--- src/hw/core_pkg.sv ---
`default_nettype none

package core_pkg;

    localparam int WORD_W = 16;
    localparam int BYTE_W = 8;
    localparam int REG_IDX_W = 3;

    // Opcode in the top five bits of a byte and a register index in the low three
    typedef enum logic [4:0] {
        OP_MOVI  = 5'd1,
        OP_ADD   = 5'd2,
        OP_LOAD  = 5'd3,
        OP_STORE = 5'd4,
        OP_JMP   = 5'd5,
        OP_HALT  = 5'd31
    } opcode_t;

    typedef enum logic [2:0] {
        EX_OPCODE,
        EX_REG2,
        EX_IMM_LO,
        EX_IMM_HI,
        EX_EXECUTE,
        EX_MEM_WAIT,
        EX_HALTED
    } exec_state_t;

    typedef enum logic [1:0] {
        PF_IDLE,
        PF_ACCESS,
        PF_PUSH_HI,
        PF_DISCARD
    } fetch_state_t;

endpackage

`default_nettype wire
--- src/hw/byte_stream_if.sv ---
`timescale 1ns/1ps
`default_nettype none

interface byte_stream_if;

    logic wr_en;
    logic [core_pkg::BYTE_W-1:0] wr_data;
    logic nearly_full;
    logic rd_en;
    logic [core_pkg::BYTE_W-1:0] rd_data;
    logic empty;
    // Pulsed by the execute unit on a taken jump
    logic flush;

    modport fetch (output wr_en, wr_data, input nearly_full, flush);

    modport buffer (input wr_en, wr_data, rd_en, flush,
                    output rd_data, empty, nearly_full);

    modport decode (output rd_en, flush, input rd_data, empty);

endinterface

`default_nettype wire

--- src/hw/core.sv ---
`timescale 1ns/1ps
`default_nettype none

module core #(
    parameter int FIFO_DEPTH = 6,
    parameter logic [core_pkg::WORD_W-1:0] RESET_IP = '0
) (
    input wire clk,
    input wire reset,
    // Instruction bus
    output logic [core_pkg::WORD_W-1:1] instr_addr,
    input wire [core_pkg::WORD_W-1:0] instr_data_in,
    output logic instr_access,
    input wire instr_ack,
    // Data bus
    output logic [core_pkg::WORD_W-1:1] data_addr,
    input wire [core_pkg::WORD_W-1:0] data_data_in,
    output logic [core_pkg::WORD_W-1:0] data_data_out,
    output logic data_access,
    input wire data_ack,
    output logic data_wr_en,
    output logic halted
);

    logic load_ip;
    logic [core_pkg::WORD_W-1:0] new_ip;

    byte_stream_if fifo_bus ();

    prefetch #(
        .RESET_IP(RESET_IP)
    ) u_prefetch (
        .clk(clk),
        .reset(reset),
        .fifo(fifo_bus.fetch),
        .load_ip(load_ip),
        .new_ip(new_ip),
        .mem_addr(instr_addr),
        .mem_data(instr_data_in),
        .mem_access(instr_access),
        .mem_ack(instr_ack)
    );

    prefetch_fifo #(
        .FIFO_DEPTH(FIFO_DEPTH)
    ) u_prefetch_fifo (
        .clk(clk),
        .reset(reset),
        .fifo(fifo_bus.buffer)
    );

    exec_unit u_exec_unit (
        .clk(clk),
        .reset(reset),
        .fifo(fifo_bus.decode),
        .load_ip(load_ip),
        .new_ip(new_ip),
        .mem_addr(data_addr),
        .mem_data_in(data_data_in),
        .mem_data_out(data_data_out),
        .mem_access(data_access),
        .mem_ack(data_ack),
        .mem_wr_en(data_wr_en),
        .halted(halted)
    );

endmodule

`default_nettype wire

--- src/hw/exec_unit.sv ---
`timescale 1ns/1ps
`default_nettype none

module exec_unit (
    input wire clk,
    input wire reset,
    byte_stream_if.decode fifo,
    output logic load_ip,
    output logic [core_pkg::WORD_W-1:0] new_ip,
    output logic [core_pkg::WORD_W-1:1] mem_addr,
    input wire [core_pkg::WORD_W-1:0] mem_data_in,
    output logic [core_pkg::WORD_W-1:0] mem_data_out,
    output logic mem_access,
    input wire mem_ack,
    output logic mem_wr_en,
    output logic halted
);

    localparam int NUM_REGS = 2 ** core_pkg::REG_IDX_W;

    core_pkg::exec_state_t state;
    core_pkg::opcode_t opcode;
    core_pkg::opcode_t byte_op;
    logic [core_pkg::REG_IDX_W-1:0] dst;
    logic [core_pkg::REG_IDX_W-1:0] src;
    logic [core_pkg::WORD_W-1:0] imm;
    logic [core_pkg::WORD_W-1:0] regs [NUM_REGS];
    logic take;
    logic jump;

    assign byte_op = core_pkg::opcode_t'(fifo.rd_data[7:3]);

    // One byte per cycle while in a fetch state
    assign fifo.rd_en = (state == core_pkg::EX_OPCODE) ||
                        (state == core_pkg::EX_REG2) ||
                        (state == core_pkg::EX_IMM_LO) ||
                        (state == core_pkg::EX_IMM_HI);
    assign take = fifo.rd_en && !fifo.empty;

    assign jump = (state == core_pkg::EX_EXECUTE) && (opcode == core_pkg::OP_JMP);
    assign fifo.flush = jump;
    assign load_ip = jump;
    assign new_ip = imm;

    assign mem_addr = imm[core_pkg::WORD_W-1:1];
    assign mem_data_out = regs[dst];
    assign mem_access = (state == core_pkg::EX_MEM_WAIT);
    assign mem_wr_en = mem_access && (opcode == core_pkg::OP_STORE);
    assign halted = (state == core_pkg::EX_HALTED);

    always_ff @(posedge clk) begin
        if (reset) begin
            state <= core_pkg::EX_OPCODE;
            opcode <= core_pkg::OP_HALT;
            for (int i = 0; i < NUM_REGS; i++) begin
                regs[i] <= '0;
            end
        end else begin
            case (state)
                core_pkg::EX_OPCODE: begin
                    if (take) begin
                        opcode <= byte_op;
                        case (byte_op)
                            core_pkg::OP_ADD: state <= core_pkg::EX_REG2;
                            core_pkg::OP_MOVI,
                            core_pkg::OP_LOAD,
                            core_pkg::OP_STORE,
                            core_pkg::OP_JMP: state <= core_pkg::EX_IMM_LO;
                            core_pkg::OP_HALT: state <= core_pkg::EX_HALTED;
                            // Unknown opcode acts as a one-byte no-op
                            default: state <= core_pkg::EX_OPCODE;
                        endcase
                    end
                end
                core_pkg::EX_REG2: begin
                    if (take) begin
                        state <= core_pkg::EX_EXECUTE;
                    end
                end
                core_pkg::EX_IMM_LO: begin
                    if (take) begin
                        state <= core_pkg::EX_IMM_HI;
                    end
                end
                core_pkg::EX_IMM_HI: begin
                    if (take) begin
                        state <= core_pkg::EX_EXECUTE;
                    end
                end
                core_pkg::EX_EXECUTE: begin
                    case (opcode)
                        core_pkg::OP_MOVI: begin
                            regs[dst] <= imm;
                            state <= core_pkg::EX_OPCODE;
                        end
                        core_pkg::OP_ADD: begin
                            regs[dst] <= regs[dst] + regs[src];
                            state <= core_pkg::EX_OPCODE;
                        end
                        core_pkg::OP_LOAD,
                        core_pkg::OP_STORE: state <= core_pkg::EX_MEM_WAIT;
                        default: state <= core_pkg::EX_OPCODE;
                    endcase
                end
                core_pkg::EX_MEM_WAIT: begin
                    if (mem_ack) begin
                        if (opcode == core_pkg::OP_LOAD) begin
                            regs[dst] <= mem_data_in;
                        end
                        state <= core_pkg::EX_OPCODE;
                    end
                end
                core_pkg::EX_HALTED: state <= core_pkg::EX_HALTED;
                default: state <= core_pkg::EX_OPCODE;
            endcase
        end
    end

    // Operand capture as bytes leave the FIFO
    always_ff @(posedge clk) begin
        if (take) begin
            case (state)
                core_pkg::EX_OPCODE: dst <= fifo.rd_data[core_pkg::REG_IDX_W-1:0];
                core_pkg::EX_REG2: src <= fifo.rd_data[core_pkg::REG_IDX_W-1:0];
                core_pkg::EX_IMM_LO: imm[7:0] <= fifo.rd_data;
                core_pkg::EX_IMM_HI: imm[15:8] <= fifo.rd_data;
                default: ;
            endcase
        end
    end

endmodule

`default_nettype wire

--- src/hw/prefetch_fifo.sv ---
`timescale 1ns/1ps
`default_nettype none

module prefetch_fifo #(
    parameter int FIFO_DEPTH = 6
) (
    input wire clk,
    input wire reset,
    byte_stream_if.buffer fifo
);

    localparam int PTR_W = $clog2(FIFO_DEPTH);
    localparam int CNT_W = $clog2(FIFO_DEPTH + 1);
    localparam logic [PTR_W-1:0] LAST_SLOT = PTR_W'(FIFO_DEPTH - 1);

    logic [core_pkg::BYTE_W-1:0] mem [FIFO_DEPTH];
    logic [PTR_W-1:0] rd_ptr;
    logic [PTR_W-1:0] wr_ptr;
    logic [CNT_W-1:0] count;
    logic do_wr;
    logic do_rd;

    assign fifo.empty = (count == '0);
    assign fifo.nearly_full = (count >= CNT_W'(FIFO_DEPTH - 1));
    // Fall-through read port
    assign fifo.rd_data = mem[rd_ptr];

    assign do_wr = fifo.wr_en && (count != CNT_W'(FIFO_DEPTH)) && !fifo.flush;
    assign do_rd = fifo.rd_en && !fifo.empty;

    always_ff @(posedge clk) begin
        if (reset || fifo.flush) begin
            rd_ptr <= '0;
            wr_ptr <= '0;
            count <= '0;
        end else begin
            if (do_wr) begin
                wr_ptr <= (wr_ptr == LAST_SLOT) ? '0 : wr_ptr + PTR_W'(1);
            end
            if (do_rd) begin
                rd_ptr <= (rd_ptr == LAST_SLOT) ? '0 : rd_ptr + PTR_W'(1);
            end
            if (do_wr && !do_rd) begin
                count <= count + CNT_W'(1);
            end else if (do_rd && !do_wr) begin
                count <= count - CNT_W'(1);
            end
        end
    end

    always_ff @(posedge clk) begin
        if (do_wr) begin
            mem[wr_ptr] <= fifo.wr_data;
        end
    end

endmodule

`default_nettype wire

--- src/hw/prefetch.sv ---
`timescale 1ns/1ps
`default_nettype none

module prefetch #(
    parameter logic [core_pkg::WORD_W-1:0] RESET_IP = '0
) (
    input wire clk,
    input wire reset,
    byte_stream_if.fetch fifo,
    input wire load_ip,
    input wire [core_pkg::WORD_W-1:0] new_ip,
    output logic [core_pkg::WORD_W-1:1] mem_addr,
    input wire [core_pkg::WORD_W-1:0] mem_data,
    output logic mem_access,
    input wire mem_ack
);

    core_pkg::fetch_state_t state;
    logic [core_pkg::WORD_W-1:0] fetch_ip;
    logic [core_pkg::WORD_W-1:0] next_word_ip;
    logic [core_pkg::WORD_W-1:1] access_addr;
    logic [core_pkg::BYTE_W-1:0] hi_byte;

    assign next_word_ip = {access_addr + (core_pkg::WORD_W - 1)'(1), 1'b0};
    assign mem_addr = access_addr;
    // Discard keeps the bus cycle open until the stale ack arrives
    assign mem_access = (state == core_pkg::PF_ACCESS) || (state == core_pkg::PF_DISCARD);

    always_comb begin
        fifo.wr_en = 1'b0;
        fifo.wr_data = hi_byte;
        if (!fifo.flush) begin
            if (state == core_pkg::PF_ACCESS && mem_ack) begin
                fifo.wr_en = 1'b1;
                // Odd pointer skips the low byte
                fifo.wr_data = fetch_ip[0] ? mem_data[15:8] : mem_data[7:0];
            end else if (state == core_pkg::PF_PUSH_HI) begin
                fifo.wr_en = 1'b1;
            end
        end
    end

    always_ff @(posedge clk) begin
        if (reset) begin
            state <= core_pkg::PF_IDLE;
            fetch_ip <= RESET_IP;
        end else begin
            case (state)
                core_pkg::PF_IDLE: begin
                    if (load_ip) begin
                        fetch_ip <= new_ip;
                    end else if (!fifo.nearly_full) begin
                        state <= core_pkg::PF_ACCESS;
                    end
                end
                core_pkg::PF_ACCESS: begin
                    if (load_ip) begin
                        fetch_ip <= new_ip;
                        state <= mem_ack ? core_pkg::PF_IDLE : core_pkg::PF_DISCARD;
                    end else if (mem_ack) begin
                        if (fetch_ip[0]) begin
                            fetch_ip <= next_word_ip;
                            state <= core_pkg::PF_IDLE;
                        end else begin
                            state <= core_pkg::PF_PUSH_HI;
                        end
                    end
                end
                core_pkg::PF_PUSH_HI: begin
                    fetch_ip <= load_ip ? new_ip : next_word_ip;
                    state <= core_pkg::PF_IDLE;
                end
                core_pkg::PF_DISCARD: begin
                    if (load_ip) begin
                        fetch_ip <= new_ip;
                    end
                    if (mem_ack) begin
                        state <= core_pkg::PF_IDLE;
                    end
                end
                default: state <= core_pkg::PF_IDLE;
            endcase
        end
    end

    always_ff @(posedge clk) begin
        if (state == core_pkg::PF_IDLE) begin
            access_addr <= fetch_ip[core_pkg::WORD_W-1:1];
        end
        if (state == core_pkg::PF_ACCESS && mem_ack) begin
            hi_byte <= mem_data[15:8];
        end
    end

endmodule

`default_nettype wire

--- config.mk ---
export PLATFORM = sky130hd
export DESIGN_NAME = core
export DESIGN_NICKNAME = d
export VERILOG_FILES = /design/src/hw/core_pkg.sv /design/src/hw/byte_stream_if.sv /design/src/hw/core.sv /design/src/hw/exec_unit.sv /design/src/hw/prefetch_fifo.sv /design/src/hw/prefetch.sv
export SDC_FILE = /design/constraint.sdc
export NUM_CORES = 1
export LEC_CHECK = 0
export BUFFER_PORTS_ARGS = -buffer_cell sky130_fd_sc_hd__buf_4
export CELL_PAD_IN_SITES_DETAIL_PLACEMENT = 1
export CELL_PAD_IN_SITES_GLOBAL_PLACEMENT = 1
export CORE_ASPECT_RATIO = 1.2
export CORE_MARGIN = 1.5
export CORE_UTILIZATION = 47
export CTS_BUF_LIST = sky130_fd_sc_hd__clkbuf_4 sky130_fd_sc_hd__clkbuf_8
export DETAILED_ROUTE_END_ITERATION = 16
export HOLD_SLACK_MARGIN = 0.12
export PLACE_DENSITY_LB_ADDON = 0.1
export SLEW_MARGIN = 25
export SYNTH_ARGS = -nofsm -noshare
export SYNTH_HDL_FRONTEND = slang
export SYNTH_HIERARCHICAL = 1
export SYNTH_SLANG_ARGS = --single-unit
--- constraint.sdc ---
create_clock -name clk -period 3.81 [get_ports clk]
set_input_delay 0.5715 -clock clk [delete_from_list [all_inputs] [get_ports clk]]
set_output_delay 0.5715 -clock clk [all_outputs]
set_load 0.05 [all_outputs]
# Yosys cells after proc, flatten, opt, wreduce, memory -nomap -nowiden

Memory sizes are Yosys's and may differ from the RTL's. A register that Yosys moved wholly into a read port is not among the register bits.
Index checks and enable logic that the tools add are counted.

Register bits after elaboration: 80
Bits in latches: 0
Bits in writable memories: 176
ROM bits: 0
Input port bits: 36
Output and inout bits: 50
Word-level logic and storage cells: 149
Memories kept: 2

Memories:

| name                | words | bits a word | read ports | clocked after memory_dff | wr ports | line                | text |
|---|---|---|---|---|---|---|---|
| u_exec_unit.regs    | 8     | 16          | 2          | 2                        | 8        | exec_unit.sv:27     | `logic [core_pkg::WORD_W-1:0] regs [NUM_REGS];` |
| u_prefetch_fifo.mem | 6     | 8           | 1          | 1                        | 1        | prefetch_fifo.sv:16 | `logic [core_pkg::BYTE_W-1:0] mem [FIFO_DEPTH];` |

$add $sub $neg: 6
Multiply operators: 0
Divide/modulo/power cells: 0
Magnitude comparators: 1
Eq/ne operators: 33
Shifts and indexed selects: 0
Multiplexer cells: 57
Bitwise gates (word level): 2
Reductions and logical operators: 34

Operators with widths:

| cell                                           | number |
|---|---|
| 2-to-1 mux 16 bit                              | 8 |
| case mux 16 bit (3 select lines)               | 1 |
| 2-to-1 mux 3 bit                               | 14 |
| 2-to-1 mux 8 bit                               | 3 |
| 2-to-1 mux 1 bit                               | 21 |
| == test 5 x 2 -> 1 bit (second input constant) | 4 |
| == test 5 x 3 -> 1 bit (second input constant) | 4 |
| case mux 3 bit (6 select lines)                | 1 |
| adder 16 bit                                   | 1 |
| OR reduction 16 bit                            | 1 |
| adder 15 x 1 -> 15 bit (second input constant) | 1 |
| == test 3 bit (second input constant)          | 5 |
| 2-to-1 mux 2 bit                               | 7 |
| inequality test 2 bit (second input constant)  | 6 |
| == test 5 x 1 -> 1 bit (second input constant) | 2 |
| AND reduction 2 bit                            | 5 |
| adder 3 x 1 -> 3 bit (second input constant)   | 3 |
| case mux 3 bit (3 select lines)                | 1 |
| logical AND 1 bit                              | 8 |
| case mux 2 bit (4 select lines)                | 1 |
| AND reduction 4 bit                            | 2 |
| == test 3 x 2 -> 1 bit (second input constant) | 2 |
| logical NOT 3 bit                              | 2 |
| OR reduction 2 bit                             | 3 |
| other kinds (17)                               | 27 |

# Logic depth before layout (Yosys ltp)

Word-level depth: 10
Mapped depth: 13
Depth with buffers taken out: 13

# Cells and area by module

The synthesis kept the hierarchy.

By module, submodules not included:

| module        | times used | cells each | area each (µm²) | seq. area each (µm²) |
|---|---|---|---|---|
| exec_unit     | 1          | 700        | 9183.8          | 4784.6 |
| prefetch_fifo | 1          | 136        | 2374.8          | 1681.6 |
| prefetch      | 1          | 199        | 2044.5          | 1051.0 |

# Worst setup path after synthesis

Ideal clock, no wire load.

Path type: register -> register
From: register with a tool-made name
To: memory u_exec_unit/regs[0][13] in the netlist's numbering (data pin)
Setup time: 0.277 ns
Arrival time: 3.509 ns
Required time: 3.533 ns
Path slack: 0.025 ns
Cell stages (with the launch flop): 12
Buffers on the path: 2
Clock period less this slack: 3.785 ns
Cells stage by stage: dfxtp_1 -> clkbuf_1 -> buf_2 -> mux4_2 -> mux2_2 -> ha_1 -> a211oi_1 -> o21bai_1 -> o211ai_1 -> or3b_2 -> a21oi_2 -> nor3_1

RTL lines:

| element       | line |
|---|---|
| end, declared | exec_unit.sv:27 |

==> impl_metrics.env <==
export IMPL_status="completed"
export IMPL_cts_made_buffers=45
export IMPL_grt_pass1_wl_um=58170
export IMPL_overflow=0
export IMPL_yosysWarnings=6
export IMPL_crit_end="u_exec_unit/regs[3][13]$_SDFFCE_PN0P_"
export IMPL_worst_slack_ns=0.1157
export IMPL_drt_total_wl_um=38620
export IMPL_final_cell_mix="edfxtp_1 (221), buf_4 (136), nor2_1 (128), mux4_2 (72)"
export IMPL_post_route_min_period_ns=3.694
export IMPL_drive_gt1_share_pct=32.15
export IMPL_required_ns=4.09
export IMPL_final_hold_violation_count=0
export IMPL_grt_start_max_net_pins=33
export IMPL_clock_sinks=265
export IMPL_path_class="reg -> reg"
export IMPL_cpPeakStageDelay_ns=0.51
export IMPL_synth_cell_type_count=79
export IMPL_coreArea_mm2=0.02859
export IMPL_htreeDepth=2
export IMPL_setup_viol=0
export IMPL_fillers=2879
export IMPL_wire_per_inst_um=24.65
export IMPL_multi_input_area_mm2=0.005655
export IMPL_area_growth_syn_to_layout_pct=16.13
export IMPL_path_cells="buf_12, mux4_2, mux2_2, ha_1, a211oi_2, o21bai_1, o211ai_1, or3b_2, a21oi_4, nor3_1"
export IMPL_vias_per_cell=5.901
export IMPL_reg2reg_slack_ns=0.12
export IMPL_ctsHoldBuffers=0
export IMPL_place_ws_ns=0.1787
export IMPL_p_leak_nw=5.733
export IMPL_first_pass_iters=7
export IMPL_cts_tree="built"
export IMPL_arrival_ns=3.98
export IMPL_routabilityCongestion=0.8450
export IMPL_hp_class="in -> reg"
export IMPL_row_count=68
export IMPL_fp_dieW_um=158.3
export IMPL_reg2reg_to="u_exec_unit/regs[3][13]$_SDFFCE_PN0P_"
export IMPL_endpoint_kind="flop"
export IMPL_power_mw=11.26
export IMPL_rr_worst_depth=10
export IMPL_ys_seq_area_share_pct=55.26
export IMPL_numPlacedInstances=1482
export IMPL_cts_reportedPaths_clkPinSlew_ns=0.06
export IMPL_max_freq_ghz=0.2707
export IMPL_diodes=0
export IMPL_ff_latch_area_mm2=0.007520
export IMPL_cts_buffer_depth=3
export IMPL_finalMaxSlewViolations=0
export IMPL_finClkSkew_ns=0.03452
export IMPL_die_area_mm2=0.02998
export IMPL_hpwl_um=25980
export IMPL_port_buffer_count=85
export IMPL_tightest_slew_ns=0.9794
export IMPL_final_nets=1205
export IMPL_synth_area_mm2=0.01360
export IMPL_syn_inst=1035
export IMPL_min_period_over_period_pct=96.96
export IMPL_synthArstFlopShare_pct=0
export IMPL_grtUsageTotal_pct=26.46
export IMPL_pwr_density_cell_mw_per_mm2=712.7
export IMPL_final_common_cell="edfxtp_1"
export IMPL_drc_errors=0
export IMPL_cap_violations=0
export IMPL_slowest_stage="mux4_2"
export IMPL_ir_drop_mv=0.4807
export IMPL_vias=9247
export IMPL_clkLatencyLatePin_ns=0.58
export IMPL_synth_edf_count=221
export IMPL_grt_pass1_vias=9987
export IMPL_ios=86
export IMPL_layout_cells_non_filler=1567
export IMPL_syn_avg_cell_area_um2=13.14
export IMPL_antenna_found_initial=0
export IMPL_ys_ff_latch=265
export IMPL_synthFlopType="edfxtp_1"
export IMPL_synthesis_nets=1095
export IMPL_detail_route_antenna_nets=0
export IMPL_critPathMaxFanout=13
export IMPL_initial_core_util_pct=47.58
export IMPL_die_y_um=189.4
export IMPL_relSlewSlack_pct=34.21
export IMPL_worst_setup_path_start_kind="flop"
export IMPL_cts_root_buffer="clkbuf_8"
export IMPL_drtIter0Drc=556
## state kept, by name, indices dropped and copies added (netlist names), named ones only
name                    count
u_prefetch/hi_byte          8
u_prefetch_fifo/count       3
u_exec_unit/opcode          5
u_prefetch_fifo/mem        48
u_prefetch/mem_addr        15
u_exec_unit/dst             3
u_prefetch/state            2
u_prefetch_fifo/rd_ptr      3
u_prefetch_fifo/wr_ptr      3
u_prefetch/fetch_ip        16
u_exec_unit/src             3
u_exec_unit/regs          128
u_exec_unit/state           3
u_exec_unit/new_ip         16
## cell families after synthesis
kind of cell	after synthesis	share of synthesized area, %
adder cells (fa/ha/maj)	24	2.318
flip-flops	265	55.26
multiplexers	138	17.25
buffers and inverters	98	3.523
AO/OA/AOI/OAI	176	8.830
XOR/XNOR	13	0.8370
AND/OR/NAND/NOR	321	11.98
## where the power goes
part	total [mW]	leakage [nW]	switching (mW)	internal [mW]
logic	4.63	2.68	2.77	1.86
registers	3.99	2.55	0.410	3.58
clock network	2.64	0.503	1.16	1.48
total	11.3	5.73	4.35	6.91
## cells in the mapped netlist (5+ instances only)
master,n,area [um2]
mux2_2,45,506.7
inv_1,20,75.07
ha_1,22,275.3
nand3_1,11,55.05
a211o_1,8,70.07
a22oi_1,6,45.04
nor3_1,32,160.2
mux2_1,6,67.56
and2_1,6,37.54
nor2_1,128,480.5
dfxtp_1,44,880.8
o22ai_1,7,43.79
nand2_1,50,187.7
a21o_1,8,60.06
mux2i_1,15,150.1
nand3b_1,6,45.04
nor2b_1,11,68.82
nor4_1,8,50.05
o21ai_0,27,135.1
a311o_1,5,50.05
edfxtp_1,221,6636
clkbuf_1,32,120.1
a211oi_1,14,105.1
xor2_1,6,52.55
buf_2,25,125.1
and3_1,5,31.28
o211ai_1,5,37.54
nand2b_1,15,93.84
o2111ai_1,5,43.79
a21oi_1,50,250.2
or3_1,10,62.56
xnor2_1,7,61.31
o21ai_1,5,25.02
nand4_1,7,43.79
o21a_1,5,37.54
buf_4,17,127.6
mux4_2,72,1622
## final cells by class
class	count	share of cell area, %
multi-input cells	672	35.80
clock inverters	21	0.9742
repair buffers	141	7.128
flip-flops and latches	265	47.60
well taps	385	3.049
clock buffers	63	4.974
inverters	20	0.4752
## routing by layer
layer | wire length, um | vias to the layer above | global-route usage, %
met4 | 1632 | 0 | 11.61
met5 | 0 | - | 0
met2 | 19960 | 289 | 46.72
met1 | 14760 | 4656 | 31.07
li1 | - | 4212 | -
met3 | 2272 | 90 | 4.990
## per-stage QoR
stage / instance area (um2) / util (%) / hold WS [ns] / TNS [ns]
floorplan: 13600 / - / 0.4081 / 0
global placement: 14800 / 51.77 / 0.4116 / 0
detailed placement: 14800 / 51.77 / 0.4161 / 0
CTS: 15740 / 55.06 / 0.1556 / 0
global route: 15800 / 55.26 / 0.1746 / -0.007895
finish: 15800 / 55.26 / 0.2001 / 0
## worst min path at each step
stage          cells past startpoint                           endpoint  slack, ns                            startpoint
2_1_floorplan                      0  u_prefetch/mem_addr[13]$_DFFE_PN_       0.41  u_prefetch/fetch_ip[13]$_SDFFE_PP0P_
3_3_place_gp                       0  u_prefetch/mem_addr[10]$_DFFE_PN_       0.41  u_prefetch/fetch_ip[10]$_SDFFE_PP0P_
3_5_place_dp                       0   u_prefetch/mem_addr[4]$_DFFE_PN_       0.42   u_prefetch/fetch_ip[4]$_SDFFE_PP0P_
4_1_cts                            1    u_prefetch/hi_byte[0]$_DFFE_PN_       0.16                      instr_data_in[8]
5_1_grt                            1    u_prefetch/hi_byte[4]$_DFFE_PN_       0.17                     instr_data_in[12]
6_report                           1    u_prefetch/hi_byte[0]$_DFFE_PN_       0.20                      instr_data_in[8]
## what timing repair did
action	CTS	global route
endpoints found under the setup margin	0	11
buffers inserted	0	0
gates resized for setup	0	4
## worst max-delay path, delay by kind of cell (launching register included)
family          cells  cell delay (ns)
compound gates      4             0.90
simple gates        2             0.60
mux                 2             0.80
flops               1             0.44
buf+inv             1             0.21
fa+ha+maj           1             0.44
(Power assumes the default switching activity.)
